File: src/verilog/ecc90_pkg.sv
`default_nettype none

package ecc90_pkg;

    // ====================
    // Widths
    // ====================

    localparam int DATA_WIDTH   = 90; // Protected data bits.
    localparam int PARITY_WIDTH = 8;  // Check bits per word.

    // ====================
    // Types
    // ====================

    typedef logic [DATA_WIDTH-1:0]   ecc90_data_t;   // Data word or correction mask.
    typedef logic [PARITY_WIDTH-1:0] ecc90_parity_t; // Check bits or syndrome.

    typedef struct packed {
        logic sbit_err; // Single error in a data or check bit.
        logic dbit_err; // Uncorrectable syndrome.
    } ecc90_status_t;

    // Word as read back from storage in 98 bits.
    typedef struct packed {
        ecc90_data_t   data;
        ecc90_parity_t parity;
    } ecc90_codeword_t;

    typedef ecc90_parity_t ecc90_code_table_t [DATA_WIDTH];

    // ====================
    // Column codes
    // ====================

    // Entry i is the syndrome seen when data bit i flips.
    // Check bit j covers every data bit whose code has bit j set.
    localparam ecc90_code_table_t COLUMN_CODE = '{
        8'b10000011, // Bit 0.
        8'b10000101,
        8'b10000110,
        8'b00000111,
        8'b10001001,
        8'b10001010,
        8'b00001011,
        8'b10001100,
        8'b00001101,
        8'b00001110,
        8'b10001111, // Bit 10.
        8'b10010001,
        8'b10010010,
        8'b00010011,
        8'b10010100,
        8'b00010101,
        8'b00010110,
        8'b10010111,
        8'b10011000,
        8'b00011001,
        8'b00011010, // Bit 20.
        8'b10011011,
        8'b00011100,
        8'b10011101,
        8'b10011110,
        8'b00011111,
        8'b10100001,
        8'b10100010,
        8'b00100011,
        8'b10100100,
        8'b00100101, // Bit 30.
        8'b00100110,
        8'b10100111,
        8'b10101000,
        8'b00101001,
        8'b00101010,
        8'b10101011,
        8'b00101100,
        8'b10101101,
        8'b10101110,
        8'b00101111, // Bit 40.
        8'b10110000,
        8'b00110001,
        8'b00110010,
        8'b10110011,
        8'b00110100,
        8'b10110101,
        8'b10110110,
        8'b00110111,
        8'b00111000,
        8'b10111001, // Bit 50.
        8'b10111010,
        8'b00111011,
        8'b10111100,
        8'b00111101,
        8'b00111110,
        8'b10111111,
        8'b11000001,
        8'b11000010,
        8'b01000011,
        8'b11000100, // Bit 60.
        8'b01000101,
        8'b01000110,
        8'b11000111,
        8'b11001000,
        8'b01001001,
        8'b01001010,
        8'b11001011,
        8'b01001100,
        8'b11001101,
        8'b11001110, // Bit 70.
        8'b01001111,
        8'b11010000,
        8'b01010001,
        8'b01010010,
        8'b11010011,
        8'b01010100,
        8'b11010101,
        8'b11010110,
        8'b01010111,
        8'b01011000, // Bit 80.
        8'b11011001,
        8'b11011010,
        8'b01011011,
        8'b11011100,
        8'b01011101,
        8'b01011110,
        8'b11011111,
        8'b11100000,
        8'b01100001  // Bit 89.
    };

    // ====================
    // Syndrome constants
    // ====================

    localparam ecc90_parity_t SYNDROME_CLEAN = '0; // Stored and fresh check bits agree.

endpackage

`default_nettype wire

File: src/verilog/ecc90_encoder.sv
`timescale 1ns/1ps
`default_nettype none

module ecc90_encoder (
    input  wire ecc90_pkg::ecc90_data_t data,
    output ecc90_pkg::ecc90_parity_t    parity_out
);

    import ecc90_pkg::*;

    // ====================
    // Check bit sums
    // ====================

    // Each check bit is the XOR of the data bits in its row of the code table.
    always_comb begin
        parity_out = SYNDROME_CLEAN;
        for (int j = 0; j < PARITY_WIDTH; j++) begin
            for (int i = 0; i < DATA_WIDTH; i++) begin
                if (COLUMN_CODE[i][j]) begin
                    parity_out[j] = parity_out[j] ^ data[i]; // Column i joins row j.
                end
            end
        end
    end

endmodule

`default_nettype wire

File: src/verilog/ecc90_decoder.sv
`timescale 1ns/1ps
`default_nettype none

module ecc90_decoder (
    input  wire ecc90_pkg::ecc90_codeword_t rd_word,
    input  wire ecc90_pkg::ecc90_parity_t   parity_calc,
    input  wire logic                       bypass,
    output ecc90_pkg::ecc90_data_t          data_out,
    output ecc90_pkg::ecc90_data_t          mask,
    output ecc90_pkg::ecc90_status_t        status
);

    import ecc90_pkg::*;

    ecc90_parity_t syndrome;
    ecc90_data_t   col_hit;
    logic          clean;
    logic          data_err;
    logic          chk_err;
    ecc90_status_t raw_status;

    // ====================
    // Syndrome
    // ====================

    assign syndrome = rd_word.parity ^ parity_calc; // Stored against recomputed.
    assign clean    = (syndrome == SYNDROME_CLEAN);

    // ====================
    // Error location
    // ====================

    // Codes are all distinct, so at most one column matches.
    always_comb begin
        col_hit = '0;
        for (int i = 0; i < DATA_WIDTH; i++) begin
            col_hit[i] = (syndrome == COLUMN_CODE[i]);
        end
    end

    assign data_err = |col_hit; // Correctable data bit.

    // A lone set bit points at a check bit and leaves the data alone.
    assign chk_err = !clean && ((syndrome & (syndrome - 1'b1)) == SYNDROME_CLEAN);

    // ====================
    // Classification
    // ====================

    always_comb begin
        raw_status.sbit_err = data_err || chk_err;
        raw_status.dbit_err = !clean && !data_err && !chk_err; // Nothing matched.
    end

    // ====================
    // Outputs
    // ====================

    assign mask = col_hit; // Reported in bypass as well.

    always_comb begin
        if (bypass) begin
            data_out        = rd_word.data; // Raw word passes through.
            status.sbit_err = 1'b0;
            status.dbit_err = 1'b0;
        end else begin
            data_out        = rd_word.data ^ col_hit;
            status.sbit_err = raw_status.sbit_err;
            status.dbit_err = raw_status.dbit_err;
        end
    end

endmodule

`default_nettype wire

File: src/verilog/ecc90_cal.sv
`timescale 1ns/1ps
`default_nettype none

module ecc90_cal (
    input  wire ecc90_pkg::ecc90_codeword_t rd_word,
    input  wire logic                       bypass,
    output ecc90_pkg::ecc90_data_t          data_out,
    output ecc90_pkg::ecc90_parity_t        parity_out,
    output ecc90_pkg::ecc90_data_t          mask,
    output ecc90_pkg::ecc90_status_t        status
);

    // ====================
    // Encoder
    // ====================

    // Fresh check bits feed the decoder and the write path.
    ecc90_encoder u_encoder (
        .data       (rd_word.data),
        .parity_out (parity_out)
    );

    // ====================
    // Decoder
    // ====================

    ecc90_decoder u_decoder (
        .rd_word     (rd_word),
        .parity_calc (parity_out), // Compared with the stored bits.
        .bypass      (bypass),
        .data_out    (data_out),
        .mask        (mask),
        .status      (status)
    );

endmodule

`default_nettype wire

File: config.mk
export PLATFORM = sky130hd
export DESIGN_NAME = ecc90_cal
export DESIGN_NICKNAME = d
export VERILOG_FILES = /design/src/verilog/ecc90_pkg.sv /design/src/verilog/ecc90_encoder.sv /design/src/verilog/ecc90_decoder.sv /design/src/verilog/ecc90_cal.sv
export SDC_FILE = /design/constraint.sdc
export NUM_CORES = 1
export LEC_CHECK = 0
export ABC_AREA = 1
export BUFFER_PORTS_ARGS = -buffer_cell sky130_fd_sc_hd__buf_2
export CORE_ASPECT_RATIO = 0.7
export CORE_MARGIN = 4
export CORE_UTILIZATION = 49
export DETAILED_ROUTE_END_ITERATION = 10
export GPL_TIMING_DRIVEN = 0
export PLACE_DENSITY = 0.81
export SYNTH_ARGS = -nofsm -noshare
export SYNTH_HDL_FRONTEND = slang
export SYNTH_SLANG_ARGS = --single-unit
export TNS_END_PERCENT = 5
File: constraint.sdc
create_clock -name vclk -period 2.6
set_input_delay 0.26 -clock vclk [all_inputs]
set_output_delay 0.26 -clock vclk [all_outputs]
set_load 0.1 [all_outputs]
==> results.sh <==
export IMPL_status="finished with violations"
export IMPL_violations="design-rule violations, negative setup slack"
export IMPL_synth_top_cell_by_area="nand2_1"
export IMPL_syn_num_nets=1835
export IMPL_min_delay_start="rd_word[72]"
export IMPL_postCtsHoldBufs=0
export IMPL_vdd_drop_max_uv=787
export IMPL_clkbuf_count=0
export IMPL_grt_overflow=0
export IMPL_critPathTopFamily="simple AND/OR/NAND/NOR gates"
export IMPL_period_needed_ns=4.10
export IMPL_synth_distinct_cells=31
export IMPL_power_uw=8740
export IMPL_crit_path_frequent_cell="nand2_2"
export IMPL_core_area_sq_um=17200
export IMPL_crit_cells=25
export IMPL_post_drt_wl_per_cell_um=23.0
export IMPL_drive_gt1_share_pct=44.4
export IMPL_grt_pass1_vias=11000
export IMPL_syn_inst=1736
export IMPL_hpwl_um=35600
export IMPL_powerDensity_nw_per_um2=592
export IMPL_drtIter0Drc=2281
export IMPL_mostFrequentLayoutCells="nand2_1, inv_1, nand2_2"
export IMPL_power_switching_uw=6030
export IMPL_boundaryPins=289
export IMPL_drc=32
export IMPL_die_h_um=119
export IMPL_seq_area_sq_um=0
export IMPL_routed_wl_um=52700
export IMPL_critPathCaptureType="primary output"
export IMPL_grt_pass1_wl_um=63100
export IMPL_maxSlewViolCount=0
export IMPL_hold_path_class="in2out"
export IMPL_synthTopCellsByArea="nand2_1, inv_1, xor2_1, xnor2_1, nand3_1"
export IMPL_max_cap_violations=0
export IMPL_die_area_sq_um=19800
export IMPL_required_ns=2.34
export IMPL_p_clk_share_pct=0
export IMPL_port_buffers=251
export IMPL_worstMarginPinSlew_ns=1.02
export IMPL_critPathMaxFanout=7
export IMPL_layout_commonest_cell="nand2_1"
export IMPL_drtPass1Iterations=11
export IMPL_cp_slowest_stage_delay_ns=0.34
export IMPL_gp_congestion=1.02
export IMPL_start_kind="input pin"
export IMPL_antenna_found_initial=3
export IMPL_fmax_mhz=244
export IMPL_power_frac_comb_pct=100.0
export IMPL_grtUsageTotal_pct=40.9
export IMPL_syn_avg_cell_area_sq_um=4.96
export IMPL_ys_seq_area_share_pct=0
export IMPL_slew_headroom_pct=31.8
export IMPL_pre_cts_ws_ns=-1.60
export IMPL_cp_slowest_cell="nor2_2"
export IMPL_grt_max_degree=11
export IMPL_setup_viol=184
export IMPL_p_sw_share_pct=69.0
export IMPL_initial_core_util_pct=50.0
export IMPL_syn_area_sq_um=8610
export IMPL_hold_depth=4
export IMPL_sequentialPowerShare_pct=0
export IMPL_rows=40
export IMPL_cp_startpoint="rd_word[59]"
export IMPL_rsz0062_at_grt="true"
export IMPL_dr_total_vias=13600
export IMPL_die_w_um=166
export IMPL_period_share_pct=158
export IMPL_areaGrowthSynthToFinish_pct=71.6
export IMPL_ys_warnings_count=0
export IMPL_worst_path_buf_inv=5
export IMPL_yosysTopAreaCellShare_pct=29.6
export IMPL_fin_ws_ns=-1.50
export IMPL_p_leak_uw=0.00883
export IMPL_via_per_inst=5.93
export IMPL_cp_data_arrival_time_ns=3.84
export IMPL_seq_cells=0
export IMPL_finalHoldViolations=0
export IMPL_final_net_count=2159
export IMPL_ant_nets=0
export IMPL_intPower_uw=2710
export IMPL_holdPathEnd="data_out[64]"
export IMPL_crit_type="in2out"
==> layer usage <==
metal  global-route usage (%)  part of all wire (%)
met1                     54.3                    34
met2                     61.5                    41
met3                     15.1                    17
met4                     12.8                   7.8
met5                        0                 0.053
==> how the worst max path moves through the flow <==
stage | slack [ns] | endpoint
after floorplan | -0.75 | status[0]
after global placement | -1.58 | status[0]
after detailed placement | -1.60 | status[0]
after CTS | -0.85 | status[0]
after global routing | -1.50 | status[0]
final | -1.50 | status[0]
==> worst min-delay path, delay by kind of cell <==
family | cells | cell delay, ns
xor gates and xnor gates | 1 | 0.13
buffers and inverters | 3 | 0.36
==> through the flow <==
stage,instances,setup TNS (ns),hold slack (ns),instance area [sq um],util [%]
2_1_floorplan,1736,-81.18,0.957,8950,-
3_3_place_gp,2218,-167.83,1.06,10500,61.0
3_5_place_dp,2218,-171.51,1.09,10500,61.0
4_1_cts,2247,-95.32,1.00,12700,73.6
5_1_grt,2290,-146.43,1.02,14800,85.8
6_report,2290,-133.11,1.01,14800,85.8
==> cells by family after synthesis <==
family,after synthesis,share of synthesized area [%]
simple gates,1099,57.8
buf+inv,422,20.6
xor+xnor,207,21.1
compound gates,8,0.567
==> power groups by stage <==
| stage | registers, uW | logic [uW] | clock network [uW] |
|---|---|---|---|
| 2_1_floorplan | 0 | 4770 | 0 |
| 3_3_place_gp | 0 | 5850 | 0 |
| 3_5_place_dp | 0 | 5910 | 0 |
| 4_1_cts | 0 | 7070 | 0 |
| 5_1_grt | 0 | 8930 | 0.0000519 |
| 6_report | 0 | 8740 | 0.0000516 |
==> area by class of cell <==
class | count | area [sq um]
inverters | 367 | 1590
plain buffers | 55 | 622
well taps | 231 | 289
diodes | 1 | 2.50
fillers | 979 | 2440
multi-input cells | 1314 | 8830
repair buffers | 322 | 3440
==> Yosys cell counts, types with 2 or more instances <==
| cell | instances |
|---|---|
| a21oi_1 | 2 |
| nand3_4 | 5 |
| buf_6 | 13 |
| nand3_1 | 132 |
| o21ai_0 | 2 |
| nand2_4 | 10 |
| nand2_1 | 679 |
| nand2_2 | 27 |
| buf_2 | 18 |
| xnor2_1 | 79 |
| inv_2 | 39 |
| xor2_1 | 128 |
| buf_4 | 14 |
| clkbuf_1 | 9 |
| nor2_2 | 10 |
| nand4_1 | 9 |
| nor2_4 | 11 |
| nor2_8 | 2 |
| inv_4 | 6 |
| nand3b_1 | 14 |
| nand3_2 | 36 |
| o211ai_1 | 2 |
| nand2b_1 | 2 |
| nor2_1 | 156 |
| or2_1 | 4 |
| inv_1 | 322 |
==> what timing repair did <==
action	CTS	global route
setup endpoints to repair	182	185
gates resized for setup	571	520
buffers inserted	29	39
pin swaps	82	123
cloned	0	3
No activity file was read; power rests on OpenSTA's default activity.
